===== src/logic/rvcore_consts.svh =====
`ifndef RVCORE_CONSTS_SVH
`define RVCORE_CONSTS_SVH

`define XLEN 32
`define RESET_PC 32'h8000_0000

// base opcodes, inst[6:0]
`define OP_OP 7'b0110011
`define OP_OP_IMM 7'b0010011
`define OP_LUI 7'b0110111
`define OP_AUIPC 7'b0010111
`define OP_BRANCH 7'b1100011
`define OP_JAL 7'b1101111
`define OP_JALR 7'b1100111
`define OP_SYSTEM 7'b1110011
// stores retire as no-ops
`define OP_STORE 7'b0100011

// machine CSR addresses
`define CSR_MTVEC 12'h305
`define CSR_MSCRATCH 12'h340
`define CSR_MEPC 12'h341
`define CSR_MCAUSE 12'h342

`define CAUSE_ECALL 32'd11

`endif

===== src/logic/rvcore_pkg.sv =====
`include "rvcore_consts.svh"

package rvcore_pkg;

  typedef struct packed {
    logic             valid;
    logic [`XLEN-1:0] pc;
    logic [31:0]      inst;
  } fetchPacket;

  typedef enum logic [3:0] {
    aluAdd,
    aluSub,
    aluSll,
    aluSlt,
    aluSltu,
    aluXor,
    aluSrl,
    aluSra,
    aluOr,
    aluAnd,
    aluPassB
  } aluOp;

  typedef enum logic [1:0] {
    wbAlu,
    wbSnpc,
    wbCsr
  } wbSel;

  // csrCmd follows funct3[1:0], 01 write, 10 set, 11 clear
  typedef struct packed {
    aluOp       aluCtl;
    logic       aSelPc;
    logic       bSelImm;
    wbSel       wbSrc;
    logic       regWrite;
    logic       csrEn;
    logic [1:0] csrCmd;
    logic       branch;
    logic [2:0] brFunct;
    logic       jump;
    logic       jumpReg;
    logic       ecall;
    logic       mret;
  } ctrlWord;

  typedef struct packed {
    logic             valid;
    logic [`XLEN-1:0] pc;
    logic [4:0]       rd;
    logic             regWrite;
    logic [`XLEN-1:0] wbData;
    logic [`XLEN-1:0] nextPc;
  } retireInfo;

endpackage


===== src/logic/rvCore.sv =====
`timescale 1ns/1ps

module rvCore (
  input  logic                  clk,
  input  logic                  reset,
  input  logic                  instValid,
  input  logic [31:0]           inst,
  output logic                  fetchReq,
  output logic [31:0]           fetchPc,
  output rvcore_pkg::retireInfo retire
);
  rvcore_pkg::fetchPacket packet;
  logic [4:0] rs1;
  logic [4:0] rs2;
  logic [4:0] rd;
  logic regWrite;
  logic [31:0] wbData;
  logic [31:0] regData1;
  logic [31:0] regData2;
  logic [11:0] csrAddr;
  logic csrWrite;
  logic [31:0] csrWdata;
  logic [31:0] csrRdata;
  logic ecall;
  logic [31:0] mtvec;
  logic [31:0] mepc;
  logic [31:0] nextPc;

  rvFetch i_fetch (
    .clk      (clk),
    .reset    (reset),
    .instValid(instValid),
    .inst     (inst),
    .nextPc   (nextPc),
    .fetchReq (fetchReq),
    .fetchPc  (fetchPc),
    .packet   (packet)
  );

  // mret only redirects the PC
  rvExecute i_execute (
    .packet  (packet),
    .regData1(regData1),
    .regData2(regData2),
    .csrRdata(csrRdata),
    .mtvec   (mtvec),
    .mepc    (mepc),
    .rs1     (rs1),
    .rs2     (rs2),
    .rd      (rd),
    .regWrite(regWrite),
    .wbData  (wbData),
    .csrAddr (csrAddr),
    .csrWrite(csrWrite),
    .csrWdata(csrWdata),
    .ecall   (ecall),
    .mret    (),
    .nextPc  (nextPc),
    .retire  (retire)
  );

  rvRegFile i_regFile (
    .clk     (clk),
    .reset   (reset),
    .rs1     (rs1),
    .rs2     (rs2),
    .rd      (rd),
    .regWrite(regWrite),
    .wbData  (wbData),
    .regData1(regData1),
    .regData2(regData2)
  );

  rvCsrFile i_csrFile (
    .clk     (clk),
    .reset   (reset),
    .csrAddr (csrAddr),
    .csrWrite(csrWrite),
    .csrWdata(csrWdata),
    .ecall   (ecall),
    .pc      (packet.pc),
    .csrRdata(csrRdata),
    .mtvec   (mtvec),
    .mepc    (mepc)
  );

endmodule


===== src/logic/rvCsrFile.sv =====
`timescale 1ns/1ps
`include "rvcore_consts.svh"

module rvCsrFile (
  input  logic        clk,
  input  logic        reset,
  input  logic [11:0] csrAddr,
  input  logic        csrWrite,
  input  logic [31:0] csrWdata,
  input  logic        ecall,
  input  logic [31:0] pc,
  output logic [31:0] csrRdata,
  output logic [31:0] mtvec,
  output logic [31:0] mepc
);
  logic [31:0] mcause;
  logic [31:0] mscratch;

  always_ff @(posedge clk) begin
    if (reset) begin
      mtvec <= '0;
      mepc <= '0;
      mcause <= '0;
      mscratch <= '0;
    end else if (ecall) begin
      mepc <= pc;
      mcause <= `CAUSE_ECALL;
    end else if (csrWrite) begin
      case (csrAddr)
        `CSR_MTVEC: mtvec <= csrWdata;
        `CSR_MEPC: mepc <= csrWdata;
        `CSR_MCAUSE: mcause <= csrWdata;
        `CSR_MSCRATCH: mscratch <= csrWdata;
        default: ;
      endcase
    end
  end

  // unknown addresses read zero
  always_comb begin
    case (csrAddr)
      `CSR_MTVEC: csrRdata = mtvec;
      `CSR_MEPC: csrRdata = mepc;
      `CSR_MCAUSE: csrRdata = mcause;
      `CSR_MSCRATCH: csrRdata = mscratch;
      default: csrRdata = 32'd0;
    endcase
  end

endmodule


===== src/logic/rvRegFile.sv =====
`timescale 1ns/1ps

module rvRegFile (
  input  logic        clk,
  input  logic        reset,
  input  logic [4:0]  rs1,
  input  logic [4:0]  rs2,
  input  logic [4:0]  rd,
  input  logic        regWrite,
  input  logic [31:0] wbData,
  output logic [31:0] regData1,
  output logic [31:0] regData2
);
  logic [31:0] regs [32];

  always_ff @(posedge clk) begin
    if (reset) begin
      for (int i = 0; i < 32; i++) begin
        regs[i] <= '0;
      end
    end else if (regWrite && rd != 5'd0) begin
      regs[rd] <= wbData;
    end
  end

  // x0 hardwired
  assign regData1 = (rs1 == 5'd0) ? 32'd0 : regs[rs1];
  assign regData2 = (rs2 == 5'd0) ? 32'd0 : regs[rs2];

endmodule


===== src/logic/rvExecute.sv =====
`timescale 1ns/1ps

module rvExecute (
  input  rvcore_pkg::fetchPacket packet,
  input  logic [31:0]            regData1,
  input  logic [31:0]            regData2,
  input  logic [31:0]            csrRdata,
  input  logic [31:0]            mtvec,
  input  logic [31:0]            mepc,
  output logic [4:0]             rs1,
  output logic [4:0]             rs2,
  output logic [4:0]             rd,
  output logic                   regWrite,
  output logic [31:0]            wbData,
  output logic [11:0]            csrAddr,
  output logic                   csrWrite,
  output logic [31:0]            csrWdata,
  output logic                   ecall,
  output logic                   mret,
  output logic [31:0]            nextPc,
  output rvcore_pkg::retireInfo  retire
);
  rvcore_pkg::ctrlWord ctrl;
  logic [31:0] imm;
  logic [31:0] aluA;
  logic [31:0] aluB;
  logic [31:0] aluOut;
  logic [31:0] snpc;
  logic brEq;
  logic brLt;
  logic brCond;
  logic brTaken;

  rvDecoder i_decoder (
    .inst(packet.inst),
    .ctrl(ctrl),
    .imm (imm)
  );

  assign rs1 = packet.inst[19:15];
  assign rs2 = packet.inst[24:20];
  assign rd = packet.inst[11:7];
  assign csrAddr = packet.inst[31:20];
  assign snpc = packet.pc + 32'd4;

  assign aluA = ctrl.aSelPc ? packet.pc : regData1;
  assign aluB = ctrl.bSelImm ? imm : regData2;

  always_comb begin
    case (ctrl.aluCtl)
      rvcore_pkg::aluSub: aluOut = aluA - aluB;
      rvcore_pkg::aluSll: aluOut = aluA << aluB[4:0];
      rvcore_pkg::aluSlt: aluOut = {31'b0, $signed(aluA) < $signed(aluB)};
      rvcore_pkg::aluSltu: aluOut = {31'b0, aluA < aluB};
      rvcore_pkg::aluXor: aluOut = aluA ^ aluB;
      rvcore_pkg::aluSrl: aluOut = aluA >> aluB[4:0];
      rvcore_pkg::aluSra: aluOut = $signed(aluA) >>> aluB[4:0];
      rvcore_pkg::aluOr: aluOut = aluA | aluB;
      rvcore_pkg::aluAnd: aluOut = aluA & aluB;
      rvcore_pkg::aluPassB: aluOut = aluB;
      default: aluOut = aluA + aluB;
    endcase
  end

  // funct3[1] picks unsigned compare, funct3[0] inverts
  assign brEq = (regData1 == regData2);
  assign brLt = ctrl.brFunct[1] ? (regData1 < regData2)
                                : ($signed(regData1) < $signed(regData2));
  assign brCond = ctrl.brFunct[2] ? brLt : brEq;
  assign brTaken = ctrl.branch && (brCond ^ ctrl.brFunct[0]);

  always_comb begin
    case (ctrl.csrCmd)
      2'b10: csrWdata = csrRdata | regData1;
      2'b11: csrWdata = csrRdata & ~regData1;
      default: csrWdata = regData1;
    endcase
  end

  always_comb begin
    case (ctrl.wbSrc)
      rvcore_pkg::wbSnpc: wbData = snpc;
      rvcore_pkg::wbCsr: wbData = csrRdata;
      default: wbData = aluOut;
    endcase
  end

  assign regWrite = packet.valid && ctrl.regWrite;
  assign csrWrite = packet.valid && ctrl.csrEn;
  assign ecall = packet.valid && ctrl.ecall;
  assign mret = packet.valid && ctrl.mret;

  // branch and jal targets come out of the alu as pc + imm
  always_comb begin
    if (mret) begin
      nextPc = mepc;
    end else if (ecall) begin
      nextPc = mtvec;
    end else if (brTaken || ctrl.jump) begin
      nextPc = aluOut;
    end else if (ctrl.jumpReg) begin
      nextPc = {aluOut[31:1], 1'b0};
    end else begin
      nextPc = snpc;
    end
  end

  always_comb begin
    retire.valid = packet.valid;
    retire.pc = packet.pc;
    retire.rd = rd;
    retire.regWrite = regWrite;
    retire.wbData = wbData;
    retire.nextPc = nextPc;
  end

endmodule


===== src/logic/rvDecoder.sv =====
`timescale 1ns/1ps
`include "rvcore_consts.svh"

module rvDecoder (
  input  logic [31:0]         inst,
  output rvcore_pkg::ctrlWord ctrl,
  output logic [31:0]         imm
);
  logic [6:0] opcode;
  logic [2:0] funct3;
  logic       altFunct;
  logic [31:0] immI;
  logic [31:0] immS;
  logic [31:0] immB;
  logic [31:0] immU;
  logic [31:0] immJ;
  rvcore_pkg::aluOp arithOp;

  assign opcode = inst[6:0];
  assign funct3 = inst[14:12];
  assign altFunct = inst[30];

  assign immI = {{20{inst[31]}}, inst[31:20]};
  assign immS = {{20{inst[31]}}, inst[31:25], inst[11:7]};
  assign immB = {{19{inst[31]}}, inst[31], inst[7], inst[30:25], inst[11:8], 1'b0};
  assign immU = {inst[31:12], 12'b0};
  assign immJ = {{11{inst[31]}}, inst[31], inst[19:12], inst[20], inst[30:21], 1'b0};

  always_comb begin
    case (opcode)
      `OP_STORE: imm = immS;
      `OP_BRANCH: imm = immB;
      `OP_LUI, `OP_AUIPC: imm = immU;
      `OP_JAL: imm = immJ;
      default: imm = immI;
    endcase
  end

  // sub only exists as a register op, sra in both forms
  always_comb begin
    case (funct3)
      3'b000: begin
        if (opcode == `OP_OP && altFunct) begin
          arithOp = rvcore_pkg::aluSub;
        end else begin
          arithOp = rvcore_pkg::aluAdd;
        end
      end
      3'b001: arithOp = rvcore_pkg::aluSll;
      3'b010: arithOp = rvcore_pkg::aluSlt;
      3'b011: arithOp = rvcore_pkg::aluSltu;
      3'b100: arithOp = rvcore_pkg::aluXor;
      3'b101: arithOp = altFunct ? rvcore_pkg::aluSra : rvcore_pkg::aluSrl;
      3'b110: arithOp = rvcore_pkg::aluOr;
      default: arithOp = rvcore_pkg::aluAnd;
    endcase
  end

  // all zero is add with alu writeback and nothing written
  always_comb begin
    ctrl = '0;
    case (opcode)
      `OP_OP: begin
        ctrl.aluCtl = arithOp;
        ctrl.regWrite = 1'b1;
      end
      `OP_OP_IMM: begin
        ctrl.aluCtl = arithOp;
        ctrl.bSelImm = 1'b1;
        ctrl.regWrite = 1'b1;
      end
      `OP_LUI: begin
        ctrl.aluCtl = rvcore_pkg::aluPassB;
        ctrl.bSelImm = 1'b1;
        ctrl.regWrite = 1'b1;
      end
      `OP_AUIPC: begin
        ctrl.aSelPc = 1'b1;
        ctrl.bSelImm = 1'b1;
        ctrl.regWrite = 1'b1;
      end
      `OP_BRANCH: begin
        ctrl.aSelPc = 1'b1;
        ctrl.bSelImm = 1'b1;
        // funct3 010 and 011 are not branches
        if (funct3[2:1] != 2'b01) begin
          ctrl.branch = 1'b1;
          ctrl.brFunct = funct3;
        end
      end
      `OP_JAL: begin
        ctrl.aSelPc = 1'b1;
        ctrl.bSelImm = 1'b1;
        ctrl.jump = 1'b1;
        ctrl.regWrite = 1'b1;
        ctrl.wbSrc = rvcore_pkg::wbSnpc;
      end
      `OP_JALR: begin
        ctrl.bSelImm = 1'b1;
        ctrl.jumpReg = 1'b1;
        ctrl.regWrite = 1'b1;
        ctrl.wbSrc = rvcore_pkg::wbSnpc;
      end
      `OP_SYSTEM: begin
        if (funct3 == 3'b000) begin
          ctrl.ecall = (inst[31:20] == 12'h000);
          ctrl.mret = (inst[31:20] == 12'h302);
        end else if (!funct3[2]) begin
          ctrl.csrEn = 1'b1;
          ctrl.csrCmd = funct3[1:0];
          ctrl.regWrite = 1'b1;
          ctrl.wbSrc = rvcore_pkg::wbCsr;
        end
      end
      default: begin
        ctrl = '0;
      end
    endcase
  end

endmodule


===== src/logic/rvFetch.sv =====
`timescale 1ns/1ps
`include "rvcore_consts.svh"

module rvFetch (
  input  logic                   clk,
  input  logic                   reset,
  input  logic                   instValid,
  input  logic [31:0]            inst,
  input  logic [31:0]            nextPc,
  output logic                   fetchReq,
  output logic [31:0]            fetchPc,
  output rvcore_pkg::fetchPacket packet
);
  // set with the request, cleared when its instruction arrives
  logic waiting;

  always_ff @(posedge clk) begin
    if (reset) begin
      fetchPc <= `RESET_PC;
      fetchReq <= 1'b0;
      waiting <= 1'b0;
      packet.valid <= 1'b0;
    end else begin
      fetchReq <= 1'b0;
      packet.valid <= 1'b0;
      // packet retires this cycle
      if (packet.valid) begin
        fetchPc <= nextPc;
      end
      if (!waiting) begin
        fetchReq <= 1'b1;
        waiting <= 1'b1;
      end else if (instValid) begin
        waiting <= 1'b0;
        packet.valid <= 1'b1;
        packet.pc <= fetchPc;
        packet.inst <= inst;
      end
    end
  end

endmodule


===== config.mk =====
export PLATFORM = sky130hd
export DESIGN_NAME = rvCore
export DESIGN_NICKNAME = d
export VERILOG_FILES = /design/src/logic/rvcore_pkg.sv /design/src/logic/rvCore.sv /design/src/logic/rvCsrFile.sv /design/src/logic/rvRegFile.sv /design/src/logic/rvExecute.sv /design/src/logic/rvDecoder.sv /design/src/logic/rvFetch.sv
export VERILOG_INCLUDE_DIRS = /design/src /design/src/logic
export SDC_FILE = /design/constraint.sdc
export NUM_CORES = 2
export LEC_CHECK = 0
export BUFFER_PORTS_ARGS = -buffer_cell sky130_fd_sc_hd__buf_2
export CAP_MARGIN = 25
export CELL_PAD_IN_SITES_DETAIL_PLACEMENT = 1
export CELL_PAD_IN_SITES_GLOBAL_PLACEMENT = 2
export CORE_ASPECT_RATIO = 0.5
export CORE_MARGIN = 3
export CORE_UTILIZATION = 48
export DETAILED_ROUTE_END_ITERATION = 16
export GPL_ROUTABILITY_DRIVEN = 0
export MAX_ROUTING_LAYER = met4
export PLACE_DENSITY = 0.82
export SLEW_MARGIN = 30
export SYNTH_ARGS = -nofsm -noshare
export SYNTH_HDL_FRONTEND = slang
export SYNTH_HIERARCHICAL = 1
export SYNTH_SLANG_ARGS = --single-unit

===== constraint.sdc =====
create_clock -name clk -period 23.3 [get_ports clk]
set_clock_uncertainty 0.15 [all_clocks]
set_input_delay 4.66 -clock clk [delete_from_list [all_inputs] [get_ports clk]]
set_output_delay 4.66 -clock clk [all_outputs]
set_load 0.005 [all_outputs]

==> out/summary.log <==
qor: outcome.status completed
qor: synthesis.post_synth_num_cell_types 117
qor: power_and_ir_drop.pwr-share-seq 46.2%
qor: power_and_ir_drop.total_power 5.52 mW
qor: die.die_h 291 um
qor: global_route.groute.layer.met3.usage 12.1%
qor: die.std_cell_rows 103
qor: synthesis.async_flop_share 0%
qor: sta.rsz0062_at_grt no
qor: final_layout.drive_above_1_share 20.9%
qor: global_route.grt-ovfl-total 0
qor: synthesis.yosys.area.top_type_share 41.9%
qor: clock_network.cts_hold_buf 0
qor: global_route.grt_pass1_vias 63000
qor: sta.max-slew-margin-rel 21.7%
qor: power_and_ir_drop.cellInternalPower 3.84 mW
qor: routing.drtAntennaViolNets 0
qor: synthesis.synth_top_family_by_area multiplexers
qor: critical_path.crit_fanout 45
qor: global_route.initial_antenna_violation_count 39
qor: final_layout.fin_nets 6596
qor: critical_path.critical_path_required 18.49 ns
qor: synthesis.synthTopCellsByArea edfxtp_1 42%, mux4_2 14%, and2_1 8.3%
qor: synthesis.syn_area_cell 11.8 um2
qor: sta.final-max-slew-violation-count 0
qor: global_route.grt-busiest-layer met2
qor: global_route.grtUsageTotal 41.3%
qor: die.floorplan.die.width 576 um
qor: power_and_ir_drop.clock_power_share 36.5%
qor: synthesis.synthSimpleGateAreaFrac 15.4%
qor: synthesis.xor_xnor_share_of_the_synthesized_area 0.382%
qor: clock_network.cts_root_buffer clkbuf_16
qor: sta.worst-slew-pin-transition 1.17 ns
qor: sta.timing_hold_violations_final 0
qor: power_and_ir_drop.power.combinational.fraction 17.4%
qor: die.coreArea 160000 um2
qor: synthesis.synth_enable_flop_cells 1088
qor: critical_path.path_class reg -> out
qor: clock_network.cts_inserted_buffers 115
qor: clock_network.cts_setup_buffers 0
qor: synthesis.yosys.area_share.adder 2.17%
qor: clock_network.htreeDepth 3
qor: clock_network.cts-root-to-sink-buffers 3
qor: sta.setup-violations-final 0
qor: final_layout.filler_cell_count 16200
qor: clock_network.clock_transition_at_the_registers_of_the_reported_paths 0.07 ns
qor: synthesis.post_synth_inst_count 6600
qor: power_and_ir_drop.vdd_ir_drop_max 0.0664 mV
qor: clock_network.tritoncts_clock_tree yes
qor: routing.routed_wire_per_std_cell 39.6 um
qor: power_and_ir_drop.netSwitchingPower 1.68 mW
qor: die.dieArea 168000 um2
qor: power_and_ir_drop.power.share.switching 30.4%
qor: synthesis.synth.area.mux_share 19.6%
qor: global_route.grt_pass1_wl 482000 um
qor: synthesis.synth-main-ff-cell edfxtp_1
qor: critical_path.startpoint_type register
qor: power_and_ir_drop.p_leak 31.2 nW
qor: synthesis.synth_largest_area_cell edfxtp_1
qor: sta.timing.final.crit_share 66.7%
qor: clock_network.cts_sink_cnt 1251
qor: sta.fmax 0.0644 GHz
qor: sta.period_minus_slack 15.53 ns
qor: critical_path.critical_path_arrival 10.72 ns
qor: routing.initialDrtViolationCount 10400
qor: routing.total_length_of_routed_wires 345000 um
qor: flow_run.maxCapViolCount 0
qor: die.pin_count 171
qor: power_and_ir_drop.power.density_cell_area 65.4 nW/um2
qor: clock_network.cts_repair_resize_count 0
qor: global_route.use_met1 52.7%
qor: synthesis.post_synth_instance_area 78000 um2
qor: sta.fin_tns_setup 0 ns
qor: routing.total_drc_errors_in_the_routed_layout 0
qor: critical_path.end_kind primary output
qor: final_layout.area.growth.synth_to_final 8.21%
qor: synthesis.yosys_register_bits 1251
qor: routing.detailroute.via_count 63100
qor: routing.post_drt_via_cell_ratio 7.25
qor: placement.buffer_ports.inserted 170
qor: min_path.min_path_type reg -> reg
qor: synthesis.synth.yosys.seq_area_share 46.1%
qor: clock_network.clkLatencyLatePin 0.80 ns
qor: routing.firstDrtPassIters 6
qor: synthesis.synth.yosys.warnings 6
qor: global_route.grt_max_degree 123
qor: die.floorplan.initialDensity 48.9%
qor: global_route.met2_usage 59.2%
qor: synthesis.synth_compound_gate_area_share 10.6%
qor: placement.detailed_placement_hpwl 227000 um
[cells in the final DEF (no fill, tap or decap), types with 49 or more instances in the layout]
master	n
edfxtp_1	1088
and2_1	1031
mux4_2	474
mux2i_1	376
nand2_1	363
nor2_1	270
buf_4	232
a21oi_1	207
buf_2	173
dfxtp_1	162
o22ai_1	160
o21ai_0	146
inv_1	134
ha_1	131
nor3_1	122
clkbuf_16	116
nand3_1	74
a22o_1	60
a22oi_1	60
a221o_1	59
a221oi_1	50
mux2_2	49
[layout make-up]
cell class                      count  area [um2]  area share, %
Antenna cell                       33        82.6         0.0978
Clock buffer                      131        2970           3.52
Clock inverter                     85         903           1.07
Inverter                          146         553          0.655
Multi-Input combinational cell   4492       38400           45.5
Sequential cell                  1251       35900           42.6
Tap cell                         2152        2690           3.19
Timing Repair Buffer              421        2880           3.41
[synthesized netlist by cell type (29+ instances only)]
cell / number
inv_1: 134
nand3_1: 74
a221o_1: 59
a22oi_1: 61
edfxtp_1: 1088
buf_1: 29
mux2i_1: 378
buf_2: 96
o22ai_1: 160
o21ai_0: 160
mux4_2: 474
clkbuf_1: 403
a21o_1: 49
buf_4: 171
a221oi_1: 51
nor3_1: 138
or2_2: 41
nand2_1: 365
a211oi_1: 39
a22o_1: 60
o211ai_1: 36
a2111oi_1: 41
nor2_1: 307
dfxtp_1: 163
a21oi_1: 226
ha_1: 132
nor4_1: 30
buf_6: 38
nor2b_1: 40
mux2_2: 49
and2_1: 1032
[power by group through the flow]
| stage | sequential (mW) | clock (mW) | combinational [mW] |
|---|---|---|---|
| after floorplan | 2.57 | 0 | 0.539 |
| after global placement | 2.58 | 0 | 0.878 |
| after detailed placement | 2.59 | 0 | 0.901 |
| after CTS | 2.54 | 2.02 | 0.906 |
| after global routing | 2.55 | 2.11 | 0.982 |
| final | 2.55 | 2.01 | 0.959 |
[sequential cells by signal, summed over array words and instances (netlist names)]
| register | flops |
|---|---|
| i_csrFile/mcause | 32 |
| i_csrFile/mepc | 32 |
| i_csrFile/mscratch | 32 |
| i_csrFile/mtvec | 32 |
| i_fetch/fetchPc | 32 |
| i_fetch/fetchReq | 1 |
| i_fetch/packet | 65 |
| i_fetch/waiting | 1 |
| i_regFile/regs | 1024 |
[routing by layer]
metal | vias up | part of all wire [%]
li1 | 24500 | -
met1 | 32500 | 36
met2 | 5044 | 43
met3 | 1087 | 14
met4 | 0 | 6.6
met5 | - | 0
[cell families (layout without fill, tap and decap cells)]
group / count (synthesis) / in the layout
adders and majority gates: 134 / 134
and+or+nand+nor: 2199 / 2199
DFF: 1251 / 1251
xor gates and xnor gates: 34 / 34
muxes: 919 / 919
AOI/OAI and AO/OA: 1174 / 1174
buffers and inverters: 888 / 783
other: 1 / 65
[worst max-delay path, stage by stage, from the launching register on]
cell	delay, ns
edfxtp_1	0.34
buf_4	0.60
buf_4	0.81
buf_4	0.81
mux4_2	0.37
a22o_1	0.14
a2111oi_1	0.08
nor3_1	0.56
buf_4	0.27
mux2i_4	0.06
buf_4	0.37
inv_6	0.53
ha_1	0.26
inv_1	0.07
fa_1	0.49
nand2b_1	0.11
a221oi_1	0.12
a311o_1	0.41
o21ai_0	0.77
a21boi_0	0.36
a22oi_1	0.48
nor3_1	0.17
o41ai_1	0.48
o21ai_0	0.29
a21oi_2	0.20
buf_4	0.41
buf_2	0.20
[per-stage QoR]
step                      area [um2]  std cells  worst slack [ns]  hold slack [ns]  util [%]
after CTS                      84200       8672              8.08            0.303      52.8
after detailed placement       80300       8456              8.89            0.287      50.3
after floorplan                78100       6631             12.77            0.248         -
final                          84400       8711              7.77            0.301      52.9
after global placement         80100       8448              9.03            0.268      50.2
after global routing           84400       8700              7.41            0.322      52.9
[worst paths after layout]
path / start / endpoint / slack [ns] / cells past startpoint
setup / recovery: i_fetch/packet[20] / retire[32] / 7.77 / 26
hold / removal: i_fetch/fetchPc[2] / i_fetch/packet[34] / 0.30 / 0
setup reg to reg: i_fetch/packet[20] / i_regFile/regs[17][0] / 13.00 / 26
hold reg to reg: i_fetch/fetchPc[2] / i_fetch/packet[34] / 0.30 / 0
No activity file was read; power rests on OpenSTA's default activity.
